--- config.mk ---
export PLATFORM = sky130hd
export DESIGN_NAME = tcpStreamTap
export DESIGN_NICKNAME = d
export VERILOG_FILES = /design/src/logic/tcpTapPkg.sv /design/src/logic/frameParser.sv /design/src/logic/sequenceTracker.sv /design/src/logic/sessionMatcher.sv /design/src/logic/tcpStreamTap.sv
export SDC_FILE = /design/constraint.sdc
export NUM_CORES = 1
export LEC_CHECK = 0
export ABC_AREA = 1
export BUFFER_PORTS_ARGS = -buffer_cell sky130_fd_sc_hd__buf_2
export CAP_MARGIN = 5
export CORE_AREA = 2 2 327 329
export DETAILED_ROUTE_END_ITERATION = 6
export DIE_AREA = 0 0 329 331
export PLACE_DENSITY = 0.52
export SLEW_MARGIN = 10
export SYNTH_ARGS = -nofsm -noshare
export SYNTH_HDL_FRONTEND = slang
export SYNTH_SLANG_ARGS = --single-unit
--- constraint.sdc ---
create_clock -name CLOCK -period 4.6 [get_ports CLOCK]
set_input_delay 0.23 -clock CLOCK [delete_from_list [all_inputs] [get_ports CLOCK]]
set_output_delay 0.23 -clock CLOCK [all_outputs]
set_load 0.005 [all_outputs]
--- src/logic/tcpTapPkg.sv ---
package tcpTapPkg;

	////////////////////////////////////////////////////////////////////
	// bus and header field types
	////////////////////////////////////////////////////////////////////

	typedef logic [7:0]  byte_t;
	typedef logic [31:0] ipAddr_t;
	typedef logic [15:0] tcpPort_t;
	typedef logic [31:0] seqNum_t;

	// ethertypes and ip protocol numbers
	localparam logic [15:0] ETH_TYPE_VLAN = 16'h8100;   // 802.1Q tag follows
	localparam logic [15:0] ETH_TYPE_IPV4 = 16'h0800;
	localparam logic [7:0]  IP_PROTO_TCP  = 8'd6;

	// ihl and data offset without options, in 32-bit words
	localparam logic [3:0] MIN_HEADER_WORDS = 4'd5;

	// byte lengths of the counted header states
	localparam logic [4:0] ETH_MAC_BYTES      = 5'd12;  // dst + src mac
	localparam logic [4:0] VLAN_TAG_BYTES     = 5'd2;   // tci only, tpid already seen
	localparam logic [4:0] FIXED_HEADER_BYTES = 5'd20;  // ipv4 and tcp alike

	////////////////////////////////////////////////////////////////////
	// parser states and tuple field select
	////////////////////////////////////////////////////////////////////

	typedef enum logic [3:0] {
		IDLE,
		ETH_MAC,
		ETH_TYPE_HI,
		ETH_TYPE_LO,
		VLAN_TAG,
		IP_FIXED,
		IP_OPTIONS,
		TCP_FIXED,
		TCP_OPTIONS,
		PAYLOAD,
		SKIP        // rest of frame ignored until newPacket
	} parseState_t;

	typedef enum logic [2:0] {
		FIELD_NONE,
		FIELD_SRC_IP,
		FIELD_DST_IP,
		FIELD_SRC_PORT,
		FIELD_DST_PORT
	} headerField_t;

endpackage

--- src/logic/frameParser.sv ---
`timescale 1ns/1ps

module frameParser import tcpTapPkg::*; (
	input  logic         CLOCK,
	input  logic         reset,
	input  logic         newPacket,
	input  logic         dataValid,
	input  byte_t        data,
	output headerField_t fieldSel,
	output logic [1:0]   fieldIndex,
	output logic         byteAccept,
	output seqNum_t      seqNumber,
	output logic         synFlag,
	output logic         flagsDone,
	output logic         payloadAccept,
	output byte_t        outData,
	output logic         outPayload,
	output logic         outNewPacket,
	output ipAddr_t      srcIp,
	output ipAddr_t      dstIp,
	output tcpPort_t     srcPort,
	output tcpPort_t     dstPort
);

	parseState_t state;
	logic [4:0]  byteCount;     // position inside a counted state or option word
	logic [3:0]  ipWords;       // ihl, counted down over option words
	logic [3:0]  tcpWords;      // data offset, likewise
	logic [15:0] ipLength;      // total length, later ip payload length
	logic [15:0] payloadCount;
	byte_t       typeHi;
	logic        synHeld;
	logic        headerDone;

	////////////////////////////////////////////////////////////////////
	// strobes towards matchers and trackers
	////////////////////////////////////////////////////////////////////

	assign byteAccept    = dataValid && !(state inside {IDLE, PAYLOAD, SKIP});
	assign payloadAccept = dataValid && (state == PAYLOAD);
	assign flagsDone     = byteAccept && (state == TCP_FIXED) && (byteCount == 5'd13);
	assign synFlag       = flagsDone ? data[1] : synHeld;   // live on the flags byte

	// last byte of the tcp header, with or without options
	assign headerDone = byteAccept && (
		(state == TCP_FIXED && byteCount == FIXED_HEADER_BYTES - 5'd1 &&
			tcpWords <= MIN_HEADER_WORDS) ||
		(state == TCP_OPTIONS && byteCount == 5'd3 &&
			tcpWords == MIN_HEADER_WORDS + 4'd1));

	always_comb begin
		fieldSel   = FIELD_NONE;
		fieldIndex = byteCount[1:0];
		if (state == IP_FIXED) begin
			if (byteCount >= 5'd12 && byteCount <= 5'd15) begin
				fieldSel = FIELD_SRC_IP;
			end else if (byteCount >= 5'd16) begin
				fieldSel = FIELD_DST_IP;
			end
		end else if (state == TCP_FIXED) begin
			fieldIndex = {1'b0, byteCount[0]};  // ports are two bytes
			if (byteCount <= 5'd1) begin
				fieldSel = FIELD_SRC_PORT;
			end else if (byteCount <= 5'd3) begin
				fieldSel = FIELD_DST_PORT;
			end
		end
	end

	////////////////////////////////////////////////////////////////////
	// header walk
	////////////////////////////////////////////////////////////////////

	always_ff @(posedge CLOCK) begin
		if (reset) begin
			state        <= IDLE;
			byteCount    <= '0;
			ipWords      <= '0;
			tcpWords     <= '0;
			ipLength     <= '0;
			payloadCount <= '0;
			synHeld      <= 1'b0;
		end else if (newPacket) begin
			state     <= ETH_MAC;   // restart wherever we were
			byteCount <= '0;
		end else if (dataValid) begin
			byteCount <= byteCount + 5'd1;
			case (state)
				ETH_MAC: begin
					if (byteCount == ETH_MAC_BYTES - 5'd1) begin
						state <= ETH_TYPE_HI;
					end
				end
				ETH_TYPE_HI: begin
					state <= ETH_TYPE_LO;
				end
				ETH_TYPE_LO: begin
					byteCount <= '0;
					if ({typeHi, data} == ETH_TYPE_VLAN) begin
						state <= VLAN_TAG;
					end else if ({typeHi, data} == ETH_TYPE_IPV4) begin
						state <= IP_FIXED;
					end else begin
						state <= SKIP;
					end
				end
				VLAN_TAG: begin
					// back to the ethertype, tags may stack
					if (byteCount == VLAN_TAG_BYTES - 5'd1) begin
						state <= ETH_TYPE_HI;
					end
				end
				IP_FIXED: begin
					case (byteCount)
						5'd0: ipWords <= data[3:0];
						5'd2: ipLength[15:8] <= data;
						5'd3: ipLength[7:0] <= data;
						5'd9: begin
							if (data != IP_PROTO_TCP) begin
								state <= SKIP;
							end
						end
						5'd19: begin
							ipLength  <= ipLength - {10'd0, ipWords, 2'b00};
							byteCount <= '0;
							state <= (ipWords > MIN_HEADER_WORDS) ? IP_OPTIONS : TCP_FIXED;
						end
						default: ;
					endcase
				end
				IP_OPTIONS: begin
					if (byteCount == 5'd3) begin
						byteCount <= '0;
						ipWords   <= ipWords - 4'd1;
						if (ipWords == MIN_HEADER_WORDS + 4'd1) begin
							state <= TCP_FIXED;
						end
					end
				end
				TCP_FIXED: begin
					case (byteCount)
						5'd12: begin
							// both header lengths known here
							tcpWords     <= data[7:4];
							payloadCount <= ipLength - {10'd0, data[7:4], 2'b00};
						end
						5'd13: synHeld <= data[1];
						5'd19: begin
							byteCount <= '0;
							if (tcpWords > MIN_HEADER_WORDS) begin
								state <= TCP_OPTIONS;
							end else begin
								state <= (payloadCount != 0) ? PAYLOAD : IDLE;
							end
						end
						default: ;
					endcase
				end
				TCP_OPTIONS: begin
					if (byteCount == 5'd3) begin
						byteCount <= '0;
						tcpWords  <= tcpWords - 4'd1;
						if (tcpWords == MIN_HEADER_WORDS + 4'd1) begin
							state <= (payloadCount != 0) ? PAYLOAD : IDLE;
						end
					end
				end
				PAYLOAD: begin
					payloadCount <= payloadCount - 16'd1;
					if (payloadCount == 16'd1) begin
						state <= IDLE;
					end
				end
				default: byteCount <= '0;   // idle and skip just wait
			endcase
		end
	end

	////////////////////////////////////////////////////////////////////
	// field capture and payload stream
	////////////////////////////////////////////////////////////////////

	always_ff @(posedge CLOCK) begin
		if (byteAccept) begin
			if (state == ETH_TYPE_HI) begin
				typeHi <= data;
			end
			if (state == TCP_FIXED && byteCount >= 5'd4 && byteCount <= 5'd7) begin
				seqNumber[8 * (7 - byteCount) +: 8] <= data;   // msb first
			end
			case (fieldSel)
				FIELD_SRC_IP:   srcIp[8 * (3 - fieldIndex) +: 8] <= data;
				FIELD_DST_IP:   dstIp[8 * (3 - fieldIndex) +: 8] <= data;
				FIELD_SRC_PORT: srcPort[8 * (1 - fieldIndex[0]) +: 8] <= data;
				FIELD_DST_PORT: dstPort[8 * (1 - fieldIndex[0]) +: 8] <= data;
				default: ;
			endcase
		end
		if (payloadAccept) begin
			outData <= data;
		end
	end

	always_ff @(posedge CLOCK) begin
		if (reset) begin
			outPayload   <= 1'b0;
			outNewPacket <= 1'b0;
		end else begin
			outPayload   <= payloadAccept;
			outNewPacket <= headerDone && (payloadCount != 0);  // no pulse for empty segments
		end
	end

endmodule

--- src/logic/sequenceTracker.sv ---
`timescale 1ns/1ps

module sequenceTracker import tcpTapPkg::*; (
	input  logic    CLOCK,
	input  logic    reset,
	input  logic    sessionHit,
	input  logic    flagsDone,
	input  seqNum_t seqNumber,
	input  logic    synFlag,
	input  logic    payloadAccept,
	input  logic    outPayloadIn,
	output logic    gapped,
	output logic    outMatch
);

	seqNum_t expectedSeq;   // next byte we expect on this session
	logic    hitDelayed;

	////////////////////////////////////////////////////////////////////
	// expected sequence and gap flag
	////////////////////////////////////////////////////////////////////

	always_ff @(posedge CLOCK) begin
		if (reset) begin
			expectedSeq <= '0;
			gapped      <= 1'b0;
		end else if (flagsDone && sessionHit) begin
			if (synFlag) begin
				// syn takes one sequence number
				expectedSeq <= seqNumber + 32'd1;
				gapped      <= 1'b0;
			end else begin
				gapped      <= (seqNumber != expectedSeq);
				expectedSeq <= seqNumber;   // resync after a gap
			end
		end else if (payloadAccept && sessionHit) begin
			expectedSeq <= expectedSeq + 32'd1;   // one per payload byte
		end
	end

	////////////////////////////////////////////////////////////////////
	// matched payload strobe
	////////////////////////////////////////////////////////////////////

	always_ff @(posedge CLOCK) begin
		if (reset) begin
			hitDelayed <= 1'b0;
		end else begin
			hitDelayed <= sessionHit;
		end
	end

	// hit as it stood when the payload byte was accepted
	assign outMatch = hitDelayed && outPayloadIn;

endmodule

--- src/logic/sessionMatcher.sv ---
`timescale 1ns/1ps

module sessionMatcher import tcpTapPkg::*; (
	input  logic         CLOCK,
	input  logic         reset,
	input  logic         newPacket,
	input  logic         byteAccept,
	input  headerField_t fieldSel,
	input  logic [1:0]   fieldIndex,
	input  byte_t        data,
	input  ipAddr_t      expSrcIp,
	input  ipAddr_t      expDstIp,
	input  tcpPort_t     expSrcPort,
	input  tcpPort_t     expDstPort,
	output logic         sessionHit
);

	logic  mismatch;
	logic  tupleSeen;   // last dst port byte went past
	logic  fieldByte;
	byte_t expectedByte;

	assign fieldByte = byteAccept && (fieldSel != FIELD_NONE);

	// byte of the programmed tuple lined up with the bus
	always_comb begin
		case (fieldSel)
			FIELD_SRC_IP:   expectedByte = expSrcIp[8 * (3 - fieldIndex) +: 8];
			FIELD_DST_IP:   expectedByte = expDstIp[8 * (3 - fieldIndex) +: 8];
			FIELD_SRC_PORT: expectedByte = expSrcPort[8 * (1 - fieldIndex[0]) +: 8];
			FIELD_DST_PORT: expectedByte = expDstPort[8 * (1 - fieldIndex[0]) +: 8];
			default:        expectedByte = data;
		endcase
	end

	always_ff @(posedge CLOCK) begin
		if (reset || newPacket) begin
			mismatch  <= 1'b0;
			tupleSeen <= 1'b0;
		end else if (fieldByte) begin
			if (data != expectedByte) begin
				mismatch <= 1'b1;   // sticky for the rest of the frame
			end
			if (fieldSel == FIELD_DST_PORT && fieldIndex[0]) begin
				tupleSeen <= 1'b1;
			end
		end
	end

	assign sessionHit = tupleSeen && !mismatch;

endmodule

--- src/logic/tcpStreamTap.sv ---
`timescale 1ns/1ps

module tcpStreamTap import tcpTapPkg::*; #(
	parameter int NUM_SESSIONS = 4
) (
	input  logic                        CLOCK,
	input  logic                        reset,
	input  logic                        newPacket,
	input  logic                        dataValid,
	input  byte_t                       data,
	input  ipAddr_t  [NUM_SESSIONS-1:0] sessionSrcIp,
	input  ipAddr_t  [NUM_SESSIONS-1:0] sessionDstIp,
	input  tcpPort_t [NUM_SESSIONS-1:0] sessionSrcPort,
	input  tcpPort_t [NUM_SESSIONS-1:0] sessionDstPort,
	output byte_t                       outData,
	output logic                        outPayload,
	output logic                        outNewPacket,
	output logic     [NUM_SESSIONS-1:0] outMatch,
	output logic     [NUM_SESSIONS-1:0] headerMatch,
	output logic     [NUM_SESSIONS-1:0] gapped,
	output ipAddr_t                     srcIp,
	output ipAddr_t                     dstIp,
	output tcpPort_t                    srcPort,
	output tcpPort_t                    dstPort
);

	headerField_t fieldSel;
	logic [1:0]   fieldIndex;
	logic         byteAccept;
	seqNum_t      seqNumber;
	logic         synFlag;
	logic         flagsDone;
	logic         payloadAccept;

	// one header walker shared by all sessions
	frameParser parser (
		.CLOCK         (CLOCK),
		.reset         (reset),
		.newPacket     (newPacket),
		.dataValid     (dataValid),
		.data          (data),
		.fieldSel      (fieldSel),
		.fieldIndex    (fieldIndex),
		.byteAccept    (byteAccept),
		.seqNumber     (seqNumber),
		.synFlag       (synFlag),
		.flagsDone     (flagsDone),
		.payloadAccept (payloadAccept),
		.outData       (outData),
		.outPayload    (outPayload),
		.outNewPacket  (outNewPacket),
		.srcIp         (srcIp),
		.dstIp         (dstIp),
		.srcPort       (srcPort),
		.dstPort       (dstPort)
	);

	////////////////////////////////////////////////////////////////////
	// per session match and sequence tracking
	////////////////////////////////////////////////////////////////////

	for (genvar i = 0; i < NUM_SESSIONS; i++) begin : gSession
		sessionMatcher matcher (
			.CLOCK      (CLOCK),
			.reset      (reset),
			.newPacket  (newPacket),
			.byteAccept (byteAccept),
			.fieldSel   (fieldSel),
			.fieldIndex (fieldIndex),
			.data       (data),
			.expSrcIp   (sessionSrcIp[i]),
			.expDstIp   (sessionDstIp[i]),
			.expSrcPort (sessionSrcPort[i]),
			.expDstPort (sessionDstPort[i]),
			.sessionHit (headerMatch[i])
		);

		sequenceTracker tracker (
			.CLOCK         (CLOCK),
			.reset         (reset),
			.sessionHit    (headerMatch[i]),
			.flagsDone     (flagsDone),
			.seqNumber     (seqNumber),
			.synFlag       (synFlag),
			.payloadAccept (payloadAccept),
			.outPayloadIn  (outPayload),
			.gapped        (gapped[i]),
			.outMatch      (outMatch[i])
		);
	end

endmodule

Yosys cells after proc, flatten, opt, wreduce, memory -nomap -nowiden
Cells that the tools add are included.
{ "word_totals": {"ff_bits": 337, "word_cells": 283} }
{ "op_classes": {"n_addsub": 17, "magnitude_cmp": 10, "eq_ne": 58, "shifts": 22, "mux": 62, "bitwise": 1, "reduce_logical": 78} }
{ "ops": {"columns": ["operator", "count"], "rows": [
  ["32-bit 2-to-1 mux", 9],
  ["16-bit by 33-bit variable part select with 8-bit output", 8],
  ["32-bit by 33-bit variable part select with 8-bit output", 8],
  ["32-bit by 1-bit adder with 32-bit output (second input constant)", 5],
  ["32-bit != test", 4],
  ["8-bit one-hot mux with 4 select lines", 4],
  ["32-bit negator with 34-bit output", 3],
  ["32-bit bitwise mux", 3],
  ["4-bit 2-to-1 mux", 17],
  ["8-bit by 34-bit variable shift with 32-bit output (first input constant)", 2],
  ["8-bit by 34-bit variable part select with 32-bit output", 2],
  ["4-bit one-hot mux with 9 select lines", 1],
  ["8-bit by 34-bit variable shift with 16-bit output (first input constant)", 1],
  ["8-bit by 34-bit variable part select with 16-bit output", 1],
  ["16-bit bitwise mux", 2],
  ["8-bit != test", 4],
  ["16-bit one-hot mux with 2 select lines", 1],
  ["8-bit one-hot mux with 2 select lines", 2],
  ["16-bit by 6-bit subtractor with 16-bit output", 2],
  ["1-bit logical AND", 31],
  ["4-bit by 3-bit == test with 1-bit output (second input constant)", 6],
  ["4-bit one-hot mux with 2 select lines", 3],
  ["12-bit AND reduction", 2],
  ["2-bit AND reduction", 11],
  ["55 further kinds", 116]
]} }

Logic depth before layout (Yosys ltp)
Gate-level depths: netlist (run 1).
{ "logic_depth": {"word_depth": 9, "mapped_depth": 23, "depth_no_buf": 21} }

By module
Synthesis (run 1) repeated with hierarchy kept, for this count alone.
{ "hier_totals": {"cells_unflattened": 5086, "area_unflattened_um2": 31425.1} }
{ "modules_own_cells": {"columns": ["module", "n_inst", "cells_each", "area_per_inst_um2", "seq_area_each_um2"], "rows": [
  ["sequenceTracker (gSession[1].tracker ...)", 3, 690, 3945.0, 680.7],
  ["frameParser", 1, 1099, 9748.1, 5365.1],
  ["sessionMatcher", 4, 314, 1500.2, 40.0],
  ["sequenceTracker (gSession[0].tracker)", 1, 661, 3841.2, 680.7]
]} }

Worst setup path before layout (run 1)
OpenSTA, ideal clock, no wires.
{ "synth_timing": {"path_type": "register to register", "from": "reg parser.byteCount[4]", "to": "reg parser.seqNumber[24] (enable)", "setup_ns": 0.370, "t_arrival_ns": 3.388, "required_ns": 4.230, "setup_slack_ns": 0.841, "stages_incl_launch_ff": 15, "period_less_slack_ns": 3.759, "cell_sequence": "dfxtp_1 > inv_1 > buf_1 > ha_1 > inv_1 > nor2_1 > inv_1 > ha_1 > nor2_1 > inv_1 > o41ai_1 > nand2_1 > or3_1 > or2_2 > nor2_1"} }
{ "synth_via": {"elab_chain_cells": 4, "word_cells_on_any_way": 5, "cone_classes": "order compare (2); reduce/logical (3)"} }
{ "synth_rtl": {"columns": ["item", "line_no", "text"], "rows": [
  ["from (decl)", "frameParser.sv:26", "logic [4:0] byteCount;"],
  ["from (signal assigned)", "frameParser.sv:87", "byteCount <= byteCount + 5'd1;"],
  ["5-bit by 3-bit >= comparator with 1-bit output", "frameParser.sv:188", "if (state == TCP_FIXED && byteCount >= 5'd4 && byteCount <= 5'd7) begin"],
  ["1-bit logical AND", "frameParser.sv:188", null],
  ["1-bit logical AND (*)", "frameParser.sv:188", null],
  ["2-bit AND reduction (no source line) (*)", null, null],
  ["to (signal, indexed assignment)", "frameParser.sv:189", "seqNumber[8 * (7 - byteCount) +: 8] <= data;"],
  ["to (decl)", "frameParser.sv:12", "output seqNum_t seqNumber,"]
]} }
Every way passes the cells marked *; elsewhere a longest branch is shown, timed or not.
A chain may end at the register's enable or synchronous reset.

Worst setup path after layout (run 1)
{ "layout_timing": {"from": "reg parser.byteCount[1]", "to": "reg parser.seqNumber[15] (enable)"} }
The elaborated chain is that of the path after synthesis.

==> results of run 1 <==
[placed cells by master, fill, tap and decap left out, types with 15 or more instances in the layout]
master / synthesis / routed
sky130_fd_sc_hd__nor4_1: 32 / 32
sky130_fd_sc_hd__xor2_1: 130 / 130
sky130_fd_sc_hd__nor2_1: 309 / 307
sky130_fd_sc_hd__nand4_1: 70 / 70
sky130_fd_sc_hd__buf_2: 33 / 513
sky130_fd_sc_hd__clkbuf_16: 0 / 42
sky130_fd_sc_hd__inv_1: 503 / 502
sky130_fd_sc_hd__o211ai_1: 15 / 15
sky130_fd_sc_hd__ha_1: 42 / 42
sky130_fd_sc_hd__o2111ai_1: 17 / 17
sky130_fd_sc_hd__buf_4: 14 / 92
sky130_fd_sc_hd__nor2_2: 15 / 15
sky130_fd_sc_hd__o21ai_0: 288 / 288
sky130_fd_sc_hd__nand3b_1: 51 / 51
sky130_fd_sc_hd__nand3_1: 301 / 301
sky130_fd_sc_hd__nand2_1: 710 / 709
sky130_fd_sc_hd__nor3_1: 60 / 60
sky130_fd_sc_hd__edfxtp_1: 144 / 144
sky130_fd_sc_hd__xnor2_1: 98 / 98
sky130_fd_sc_hd__a31oi_1: 29 / 29
sky130_fd_sc_hd__a21oi_1: 369 / 369
sky130_fd_sc_hd__a221oi_1: 17 / 17
sky130_fd_sc_hd__dfxtp_1: 193 / 192
[flip-flops by register name, indices dropped and copies added (netlist names), 16 cells and up]
register / flops
gSession.tracker.expectedSeq: 128
parser.dstIp: 32
parser.dstPort: 16
parser.ipLength: 16
parser.payloadCount: 16
parser.seqNumber: 32
parser.srcIp: 32
parser.srcPort: 16
[power breakdown]
part	switching (mW)	internal, mW
clock network	1.46	2.00
registers	0.00317	3.11
logic	0.387	0.233
[routing by layer]
layer  global-route usage (%)  vias up  wire, um
li1                         -    13200         -
met4                     11.0        6      6610
met2                     38.8     1193     61600
met1                     25.7    13100     47500
met3                     3.83      272      8660
met5                        0        -        39
[area by class of cell]
type / count / area (um2) / area share, %
Sequential cell: 337 / 8190 / 26.6
Clock inverter: 27 / 315 / 1.03
Clock buffer: 47 / 1090 / 3.54
Timing Repair Buffer: 608 / 3310 / 10.8
Antenna cell: 5 / 12.5 / 0.0407
Inverter: 516 / 1940 / 6.32
Tap cell: 1391 / 1740 / 5.66
Multi-Input combinational cell: 2659 / 14100 / 46.0
[worst max-delay path by stage]
stage | depth (start not counted) | slack, ns | to
5_1_grt | 15 | 0.49 | parser.seqNumber[13]
3_3_place_gp | 15 | 0.79 | parser.seqNumber[13]
3_5_place_dp | 15 | 0.84 | parser.seqNumber[15]
2_1_floorplan | 14 | 0.84 | parser.seqNumber[24]
6_report | 15 | 0.81 | parser.seqNumber[15]
4_1_cts | 15 | 0.84 | parser.seqNumber[15]
[cells by family after synthesis]
| logic type | Yosys count | synth area share (%) |
|---|---|---|
| AND/OR/NAND/NOR | 1596 | 28.6 |
| AO/OA/AOI/OAI | 786 | 17.0 |
| buffers and inverters | 736 | 11.4 |
| flip-flops | 337 | 32.5 |
| XOR/XNOR | 233 | 8.26 |
| adder cells (fa/ha/maj) | 44 | 2.25 |
[per-stage QoR]
step,setup slack [ns],power [mW],cells
after floorplan,0.841,3.44,3732
after global placement,0.791,3.80,5510
after detailed placement,0.840,3.79,5510
after CTS,0.842,7.26,5585
after global routing,0.486,7.42,5588
final,0.809,7.20,5590
[repair_timing]
action / CTS / global route
endpoints found under the hold margin: 1 / 0
hold buffers: 1 / 0
gates resized for setup: 0 / 0
==> load_flow_metrics.sql, run 1 <==
INSERT INTO impl_metrics (metric_group, metric, value, unit) VALUES
('placement', 'post-dp-hpwl', '96.7', 'mm'),
('floorplanning', 'dieHeight', '331', 'um'),
('min_path', 'whs_endpoint', 'parser.outData[7]', ''),
('layout', 'design_area', '30700', 'um2'),
('floorplanning', 'die_area', '109000', 'um2'),
('timing', 'relSlewSlack', '36.3', '%'),
('min_path', 'timing.hold.worst.start', 'data[7]', ''),
('layout', 'drive_gt1_share', '17.8', '%'),
('detailed_routing', 'drc', '0', ''),
('detailed_routing', 'postRouteWirelength', '124', 'mm'),
('timing', 'min_period_over_period', '82.4', '%'),
('global_routing', 'global_route.usage.total', '22.0', '%'),
('timing', 'timing.final.hold_violations', '0', ''),
('placement', 'buffer_ports.inserted', '513', ''),
('floorplanning', 'boundaryPins', '514', ''),
('run', 'max_cap_violations', '0', ''),
('detailed_routing', 'avgRoutedWirePerCell', '22.3', 'um'),
('floorplanning', 'initial_core_util', '24.0', '%'),
('setup_path', 'crit_arrival', '4.02', 'ns'),
('detailed_routing', 'detail_route.iter0.violations', '2532', ''),
('floorplanning', 'rows', '119', ''),
('timing', 'fmax', '0.264', 'GHz'),
('layout', 'nFillCells', '11700', ''),
('power_and_ir_drop', 'irDropWorstVdd', '0.221', 'mV'),
('power_and_ir_drop', 'power_leakage', '13.2', 'nW'),
('setup_path', 'critical_path.max_fanout', '8', ''),
('placement', 'placed_area', '29300', 'um2'),
('timing', 'final_worst_clock_skew', '0.0682', 'ns'),
('floorplanning', 'fp.dieW', '329', 'um'),
('setup_path', 'worst_r2r_startpoint', 'parser.byteCount[1]', ''),
('yosys', 'synth-seq-area-share', '32.5', '%'),
('cts', 'cts_sinks', '337', ''),
('yosys', 'synth.distinct_cells', '62', ''),
('setup_path', 'reg2reg_to', 'parser.seqNumber[15]', ''),
('min_path', 'hold_depth', '1', ''),
('floorplanning', 'placeableCoreArea', '105000', 'um2'),
('cts', 'root_cell_of_the_clock_tree', 'sky130_fd_sc_hd__clkbuf_16', ''),
('yosys', 'synthDominantCellAreaShare', '17.2', '%'),
('yosys', 'yosys_register_bits', '337', ''),
('detailed_routing', 'dr.pass1.iters', '6', ''),
('yosys', 'ys.warnings.count', '0', ''),
('cts', 'cts_htree_levels', '2', ''),
('cts', 'tritoncts', 'done', ''),
('layout', 'area_growth', '22.1', '%'),
('run_status', 'status', 'completed', ''),
('setup_path', 'worst_setup_path_end_kind', 'register', ''),
('yosys', 'yosys_most_used_dff', 'sky130_fd_sc_hd__dfxtp_1', ''),
('setup_path', 'worst-endpoint-required', '4.83', 'ns'),
('placement', 'routabilityCongestion', '0.966', ''),
('setup_path', 'path_buf_inv', '3', ''),
('timing', 'worst_hold_check_slack', '0.0735', 'ns'),
('global_routing', 'pin_count_of_the_biggest_net_entering_global_routing', '114', ''),
('timing', 'slew_viol_final', '0', ''),
('yosys', 'postSynthCellCount', '3732', ''),
('yosys', 'ys_top_cells_by_area', 'sky130_fd_sc_hd__edfxtp_1 17%, sky130_fd_sc_hd__dfxtp_1 15%, sky130_fd_sc_hd__nand2_1 11%', ''),
('detailed_routing', 'postRouteAntennaNets', '0', ''),
('setup_path', 'cp-startpoint', 'parser.byteCount[1]', ''),
('setup_path', 'startpoint_type', 'register', ''),
('yosys', 'avgSynthCellArea', '6.74', 'um2'),
('yosys', 'yosysTopAreaCell', 'sky130_fd_sc_hd__edfxtp_1', ''),
('cts', 'cts-buffers-inserted', '42', ''),
('yosys', 'yosys-top-cells-count', '710 x sky130_fd_sc_hd__nand2_1, 503 x sky130_fd_sc_hd__inv_1, 369 x sky130_fd_sc_hd__a21oi_1, 309 x sky130_fd_sc_hd__nor2_1, 301 x sky130_fd_sc_hd__nand3_1', ''),
('power_and_ir_drop', 'power.density_cell_area', '234', 'nW/um2'),
('detailed_routing', 'detailroute.via_count', '27800', ''),
('global_routing', 'initial_antenna_violation_count', '21', ''),
('yosys', 'yosysMostFrequentCell', 'sky130_fd_sc_hd__nand2_1', ''),
('yosys', 'ys_async_sr_fraction', '0', '%'),
('timing', 'grt_setup_unrepaired', 'no', ''),
('cts', 'clkTransAtPathRegs', '0.06', 'ns'),
('yosys', 'synth_enable_flop_cells', '144', ''),
('cts', 'cts_max_path_buffers', '3', '');
No activity file was read; power rests on OpenSTA's default activity.
==> run 2, diff against run 1 <==
==> constraint.sdc (replaced) <==
create_clock -name CLOCK -period 3.95 [get_ports CLOCK]
set_input_delay 0.1975 -clock CLOCK [delete_from_list [all_inputs] [get_ports CLOCK]]
set_output_delay 0.1975 -clock CLOCK [all_outputs]
set_load 0.005 [all_outputs]
==> load_flow_metrics.sql, run 2 (synthesized netlist as in run 1, its figures left out) <==
INSERT INTO impl_metrics (metric_group, metric, value, unit) VALUES
('run_status', 'status', 'completed', ''),
('layout', 'max_flop_register', 'gSession.tracker.expectedSeq', ''),
('power_and_ir_drop', 'totalPowerFinal', '8.52', 'mW'),
('detailed_routing', 'avgRoutedWirePerCell', '22.7', 'um'),
('placement', 'post-place-ws', '0.464', 'ns'),
('setup_path', 'cp-startpoint', 'parser.byteCount[3]', ''),
('layout', 'nFillCells', '11700', ''),
('power_and_ir_drop', 'power.density_cell_area', '272', 'nW/um2'),
('floorplanning', 'dieHeight', '331', 'um'),
('min_path', 'hold_depth', '1', ''),
('global_routing', 'globalRouteOverflowTotal', '0', ''),
('layout', 'layout_commonest_cell', 'sky130_fd_sc_hd__nand2_1', ''),
('cts', 'clkTransAtPathRegs', '0.06', 'ns'),
('cts', 'cts_htree_levels', '2', ''),
('min_path', 'timing.hold.worst.start', 'data[3]', ''),
('timing', 'min_period_over_period', '89.5', '%'),
('detailed_routing', 'drc', '0', ''),
('detailed_routing', 'detail_route.iter0.violations', '2522', ''),
('cts', 'cts_sinks', '337', ''),
('cts', 'post_cts.repair.setup_buffers', '0', ''),
('setup_path', 'rr_worst_depth', '20', ''),
('floorplanning', 'boundaryPins', '514', ''),
('min_path', 'whs_endpoint', 'parser.outData[3]', ''),
('detailed_routing', 'postRouteWirelength', '128', 'mm'),
('global_routing', 'global_route.usage.total', '22.7', '%'),
('timing', 'finalWorstSetupSlack', '0.414', 'ns'),
('power_and_ir_drop', 'irDropWorstVdd', '0.285', 'mV'),
('floorplanning', 'rows', '119', ''),
('setup_path', 'worst_setup_path_end_kind', 'register', ''),
('detailed_routing', 'postRouteAntennaNets', '0', ''),
('global_routing', 'wire_length_of_the_first_global_routing_pass', '183', 'mm'),
('layout', 'final_net_count', '4660', ''),
('setup_path', 'critical_path.max_fanout', '68', ''),
('timing', 'final.setup.tns', '0', 'ns'),
('detailed_routing', 'detailroute.via_count', '28100', ''),
('global_routing', 'number_of_global_route_vias_before_repair', '27100', ''),
('global_routing', 'initial_antenna_violation_count', '22', ''),
('detailed_routing', 'dr.pass1.iters', '6', ''),
('floorplanning', 'fp.dieW', '329', 'um'),
('floorplanning', 'placeableCoreArea', '105000', 'um2'),
('timing', 'finalCriticalPeriod', '3.54', 'ns'),
('global_routing', 'pin_count_of_the_biggest_net_entering_global_routing', '113', ''),
('run', 'max_cap_violations', '0', ''),
('cts', 'cts-buffers-inserted', '41', ''),
('cts', 'cts_repair_resize_count', '0', ''),
('floorplanning', 'die_area', '109000', 'um2'),
('setup_path', 'worst-endpoint-required', '4.41', 'ns'),
('cts', 'tritoncts', 'done', ''),
('cts', 'cts_max_path_buffers', '3', ''),
('cts', 'insertion_delay', '0.61', 'ns'),
('power_and_ir_drop', 'power_leakage', '13.5', 'nW'),
('cts', 'root_cell_of_the_clock_tree', 'sky130_fd_sc_hd__clkbuf_16', ''),
('timing', 'worst_hold_check_slack', '0.0608', 'ns'),
('setup_path', 'crit_arrival', '4.00', 'ns'),
('min_path', 'worst_hold_path_type', 'input port to register', ''),
('layout', 'layout.core_utilization', '29.8', '%'),
('timing', 'slew_viol_final', '0', ''),
('layout', 'largest_reg_flops', '128', ''),
('timing', 'final_worst_clock_skew', '0.0517', 'ns'),
('setup_path', 'reg2reg_to', 'gSession[2].matcher.mismatch', ''),
('placement', 'buffer_ports.inserted', '513', ''),
('layout', 'drive_gt1_share', '18.8', '%'),
('setup_path', 'reg2reg_slack', '0.41', 'ns'),
('setup_path', 'crit_path_class', 'register to register', ''),
('timing', 'timing.final.setup_violations', '0', ''),
('timing', 'fmax', '0.283', 'GHz'),
('layout', 'layout.cells.most_common_list', '709 x sky130_fd_sc_hd__nand2_1, 513 x sky130_fd_sc_hd__buf_2, 502 x sky130_fd_sc_hd__inv_1', ''),
('placement', 'post-dp-hpwl', '99.9', 'mm'),
('floorplanning', 'initial_core_util', '24.0', '%'),
('timing', 'grt_setup_unrepaired', 'no', ''),
('timing', 'worstMarginPinSlew', '1.05', 'ns'),
('detailed_routing', 'vias_per_cell', '4.97', ''),
('timing', 'relSlewSlack', '29.8', '%'),
('setup_path', 'startpoint_type', 'register', ''),
('placement', 'routabilityCongestion', '0.977', ''),
('layout', 'area_growth', '24.4', '%'),
('setup_path', 'worst_r2r_startpoint', 'parser.byteCount[3]', ''),
('timing', 'timing.final.hold_violations', '0', '');
## run 2: repair_timing
action	in CTS	in global routing
hold buffers	1	0
hold endpoints to repair	4	0
endpoints found under the setup margin	0	0
## run 2: cell type report
cell class	count	area (um2)	area share (%)
Clock buffer	59	1180	3.78
Timing Repair Buffer	665	3800	12.1
Inverter	516	1940	6.20
Antenna cell	13	32.5	0.104
Multi-Input combinational cell	2659	14100	45.2
Clock inverter	16	288	0.919
Tap cell	1391	1740	5.56
Sequential cell	337	8190	26.2
## run 2: routing by layer
layer  up-vias  global-route usage (%)  wire, um
li1      13300                       -         -
met1     13200                    26.3     49100
met2      1227                    39.8     62800
met3       286                    3.82      8710
met4         4                    11.9      7650
met5         -                       0        28
## run 2: worst max-delay path: stages, from the launching register on
cell and delay [ns]:
sky130_fd_sc_hd__dfxtp_1 0.46, sky130_fd_sc_hd__inv_1 0.20, sky130_fd_sc_hd__ha_1 0.28, sky130_fd_sc_hd__buf_4 0.19
sky130_fd_sc_hd__a21oi_1 0.22, sky130_fd_sc_hd__nand2_1 0.10, sky130_fd_sc_hd__nand2_2 0.11, sky130_fd_sc_hd__nand3_2 0.10
sky130_fd_sc_hd__buf_4 0.33, sky130_fd_sc_hd__nand2_1 0.13, sky130_fd_sc_hd__nand3_1 0.13, sky130_fd_sc_hd__nand2_1 0.14
sky130_fd_sc_hd__nand2_1 0.22, sky130_fd_sc_hd__nand3_1 0.17, sky130_fd_sc_hd__nand2_1 0.06, sky130_fd_sc_hd__inv_1 0.05
sky130_fd_sc_hd__nand2_1 0.08, sky130_fd_sc_hd__nor2_1 0.18, sky130_fd_sc_hd__nand2_1 0.07, sky130_fd_sc_hd__nand2_1 0.06
sky130_fd_sc_hd__a21oi_1 0.05
## run 2: worst max path at each step
stage / to / slack (ns) / cells after the start
2_1_floorplan: parser.seqNumber[24] / 0.19 / 14
3_3_place_gp: parser.seqNumber[25] / 0.51 / 14
3_5_place_dp: gSession[2].matcher.mismatch / 0.46 / 20
4_1_cts: gSession[2].matcher.mismatch / 0.44 / 20
5_1_grt: parser.seqNumber[31] / 0.18 / 14
6_report: gSession[2].matcher.mismatch / 0.41 / 20
## run 2: metrics by stage
step | instances | instance area [um2]
detailed placement | 5567 | 29800
finish | 5656 | 31300
CTS | 5643 | 31300
global placement | 5567 | 29800
global route | 5652 | 31300
floorplan | 3732 | 25200
## run 2: where the power goes
group,total (mW),switching [mW],internal [mW]
logic,0.735,0.463,0.273
clock network,4.16,1.72,2.44
registers,3.62,0.00319,3.62
==> run 3, diff against run 2 <==
--- a/config.mk
+++ b/config.mk
@@ -6,7 +6,7 @@
 export NUM_CORES = 1
 export LEC_CHECK = 0
 export ABC_AREA = 1
-export BUFFER_PORTS_ARGS = -buffer_cell sky130_fd_sc_hd__buf_2
+export BUFFER_PORTS_ARGS = -buffer_cell sky130_fd_sc_hd__buf_4
 export CAP_MARGIN = 5
 export CORE_AREA = 2 2 327 329
 export DETAILED_ROUTE_END_ITERATION = 6
==> load_flow_metrics.sql, run 3 (synthesized netlist as in run 1, its figures left out) <==
INSERT INTO impl_metrics (metric_group, metric, value, unit) VALUES
('run_status', 'status', 'completed', ''),
('setup_path', 'cp-startpoint', 'parser.byteCount[1]', ''),
('setup_path', 'critical_path_depth', '15', ''),
('setup_path', 'worst-endpoint-required', '4.26', 'ns'),
('placement', 'place.detailed.instances', '5542', ''),
('power_and_ir_drop', 'power.density_cell_area', '262', 'nW/um2'),
('floorplanning', 'placeableCoreArea', '105000', 'um2'),
('power_and_ir_drop', 'part_of_the_power_in_combinational_logic', '9.9', '%'),
('detailed_routing', 'avgRoutedWirePerCell', '22.2', 'um'),
('detailed_routing', 'drc', '0', ''),
('detailed_routing', 'postRouteAntennaNets', '0', ''),
('detailed_routing', 'detail_route.iter0.violations', '2590', ''),
('setup_path', 'rr_worst_depth', '15', ''),
('placement', 'routabilityCongestion', '0.975', ''),
('cts', 'cts_sinks', '337', ''),
('floorplanning', 'rows', '119', ''),
('setup_path', 'destination_of_the_critical_timing_path', 'parser.seqNumber[24]', ''),
('layout', 'largest_reg_flops', '128', ''),
('cts', 'insertion_delay', '0.61', 'ns'),
('timing', 'worstMarginPinSlew', '0.973', 'ns'),
('global_routing', 'pin_count_of_the_biggest_net_entering_global_routing', '79', ''),
('setup_path', 'worst_setup_path_end_kind', 'register', ''),
('global_routing', 'wire_length_of_the_first_global_routing_pass', '178', 'mm'),
('setup_path', 'critical_path.max_fanout', '8', ''),
('layout', 'area_growth', '28.9', '%'),
('power_and_ir_drop', 'power_leakage', '13.9', 'nW'),
('layout', 'nFillCells', '11600', ''),
('power_and_ir_drop', 'clock_share_of_power', '47.4', '%'),
('detailed_routing', 'detailroute.via_count', '27900', ''),
('layout', 'max_flop_register', 'gSession.tracker.expectedSeq', ''),
('layout', 'drive_gt1_share', '18.2', '%'),
('setup_path', 'worst_r2r_startpoint', 'parser.byteCount[1]', ''),
('layout', 'layout_commonest_cell', 'sky130_fd_sc_hd__nand2_1', ''),
('layout', 'layout.cells.most_common_list', '709 x sky130_fd_sc_hd__nand2_1, 631 x sky130_fd_sc_hd__buf_4, 502 x sky130_fd_sc_hd__inv_1', ''),
('timing', 'final_worst_clock_skew', '0.0546', 'ns'),
('power_and_ir_drop', 'irDropWorstVdd', '0.272', 'mV'),
('detailed_routing', 'postRouteWirelength', '125', 'mm'),
('detailed_routing', 'dr.pass1.iters', '5', ''),
('setup_path', 'cp_top_family', 'simple AND/OR/NAND/NOR gates', ''),
('layout', 'final_net_count', '4647', ''),
('setup_path', 'critical-path-slowest-cell', 'sky130_fd_sc_hd__dfxtp_1', ''),
('timing', 'min_period_over_period', '90.6', '%'),
('cts', 'cts-buffers-inserted', '43', ''),
('setup_path', 'crit_arrival', '3.89', 'ns'),
('placement', 'buffer_ports.inserted', '513', ''),
('floorplanning', 'boundaryPins', '514', ''),
('cts', 'cts_htree_levels', '2', ''),
('power_and_ir_drop', 'intPower', '6.33', 'mW'),
('power_and_ir_drop', 'p_seq_share', '42.7', '%'),
('setup_path', 'reg2reg_to', 'parser.seqNumber[24]', ''),
('global_routing', 'globalRouteOverflowTotal', '0', ''),
('global_routing', 'initial_antenna_violation_count', '8', ''),
('timing', 'timing.final.hold_violations', '0', ''),
('setup_path', 'path_buf_inv', '4', ''),
('setup_path', 'reg2reg_slack', '0.37', 'ns'),
('power_and_ir_drop', 'power.switching', '2.15', 'mW'),
('timing', 'final.setup.tns', '0', 'ns'),
('cts', 'post_cts.repair.setup_buffers', '0', ''),
('placement', 'post-dp-hpwl', '96.8', 'mm'),
('timing', 'relSlewSlack', '34.6', '%'),
('setup_path', 'critical_path.cell_chain', 'ha_1, nand2_1, nor2_1, inv_1, nor2_2, inv_1, ha_1, nor2_1, inv_1, o41ai_1, nand2_1, or3_1, or2_2, nor2_1, buf_4', ''),
('detailed_routing', 'vias_per_cell', '4.96', ''),
('global_routing', 'global_route.usage.total', '22.0', '%'),
('layout', 'post_layout_nonfiller_instances', '5634', ''),
('floorplanning', 'fp.dieW', '329', 'um'),
('global_routing', 'number_of_global_route_vias_before_repair', '26800', ''),
('timing', 'grt_setup_unrepaired', 'no', ''),
('timing', 'finalCriticalPeriod', '3.58', 'ns'),
('setup_path', 'startpoint_type', 'register', ''),
('floorplanning', 'initial_core_util', '24.0', '%'),
('min_path', 'worst_hold_path_type', 'input port to register', ''),
('power_and_ir_drop', 'totalPowerFinal', '8.49', 'mW'),
('layout', 'layout.core_utilization', '30.9', '%'),
('cts', 'tritoncts', 'done', ''),
('floorplanning', 'die_area', '109000', 'um2'),
('timing', 'slew_viol_final', '0', ''),
('timing', 'fmax', '0.279', 'GHz'),
('floorplanning', 'dieHeight', '331', 'um'),
('cts', 'root_cell_of_the_clock_tree', 'sky130_fd_sc_hd__clkbuf_16', ''),
('timing', 'worst_hold_check_slack', '0.102', 'ns'),
('cts', 'clkTransAtPathRegs', '0.07', 'ns'),
('run', 'max_cap_violations', '0', ''),
('power_and_ir_drop', 'netSwitchingFraction', '25.4', '%'),
('setup_path', 'crit_path_class', 'register to register', ''),
('timing', 'timing.final.setup_violations', '0', ''),
('cts', 'cts_max_path_buffers', '3', ''),
('setup_path', 'max_stage_delay', '0.44', 'ns');
[run 3: cell count changes in the layout (fill, tap and decap cells not counted), moves of 3 or more]
cell / before / now
sky130_fd_sc_hd__buf_2: 513 / 0
sky130_fd_sc_hd__buf_4: 144 / 631
sky130_fd_sc_hd__clkbuf_1: 9 / 12
sky130_fd_sc_hd__diode_2: 13 / 6
sky130_fd_sc_hd__clkbuf_8: 9 / 2
sky130_fd_sc_hd__dlygate4sd3_1: 1 / 11
sky130_fd_sc_hd__clkinv_2: 3 / 6
[run 3: final cells by class]
type,instances,area (um2),share of cell area [%]
Sequential cell,337,8190,25.3
Timing Repair Buffer,650,5010,15.4
Tap cell,1391,1740,5.37
Multi-Input combinational cell,2659,14100,43.6
Clock buffer,57,1150,3.54
Clock inverter,18,249,0.768
Inverter,516,1940,5.99
Antenna cell,6,15.0,0.0463
[run 3: per-layer routing]
layer	share of wire [%]	vias up	GRT usage, %
met5	0	-	0
li1	-	13300	-
met2	50	1183	38.9
met4	5.0	0	10.3
met1	38	13200	25.6
met3	7.0	251	4.13
[run 3: what timing repair did]
item,4_1_cts,5_1_grt
endpoints found under the setup margin,0,8
hold buffers,11,0
hold endpoints to repair,29,0
resized for setup,0,1
[run 3: tightest hold or removal path: cells and delay by family]
family	cells	cell delay [ns]
AOI/OAI and AO/OA	2	0.34
buffers and inverters	1	0.13
[run 3: worst min-delay path by stage]
stage,from,to,slack (ns),cells after the start
5_1_grt,dataValid,parser.byteCount[0],0.08,3
3_3_place_gp,gSession[0].matcher.mismatch,gSession[0].matcher.mismatch,0.44,2
4_1_cts,dataValid,parser.byteCount[0],0.07,3
6_report,dataValid,parser.byteCount[0],0.10,3
2_1_floorplan,data[0],parser.outData[0],0.30,0
3_5_place_dp,gSession[0].matcher.mismatch,gSession[0].matcher.mismatch,0.44,2
[run 3: through the flow]
stage / worst slack [ns] / instance area, um2
2_1_floorplan: 0.191 / 25200
3_3_place_gp: 0.309 / 30900
3_5_place_dp: 0.311 / 30900
4_1_cts: 0.279 / 32400
5_1_grt: 0.118 / 32400
6_report: 0.371 / 32400
[run 3: power by group through the flow]
stage | Combinational (mW) | Sequential [mW] | Clock, mW
2_1_floorplan | 0.306 | 3.70 | 0
3_3_place_gp | 0.830 | 3.70 | 0
3_5_place_dp | 0.826 | 3.70 | 0
4_1_cts | 0.840 | 3.62 | 4.10
5_1_grt | 0.896 | 3.62 | 4.23
6_report | 0.837 | 3.62 | 4.03
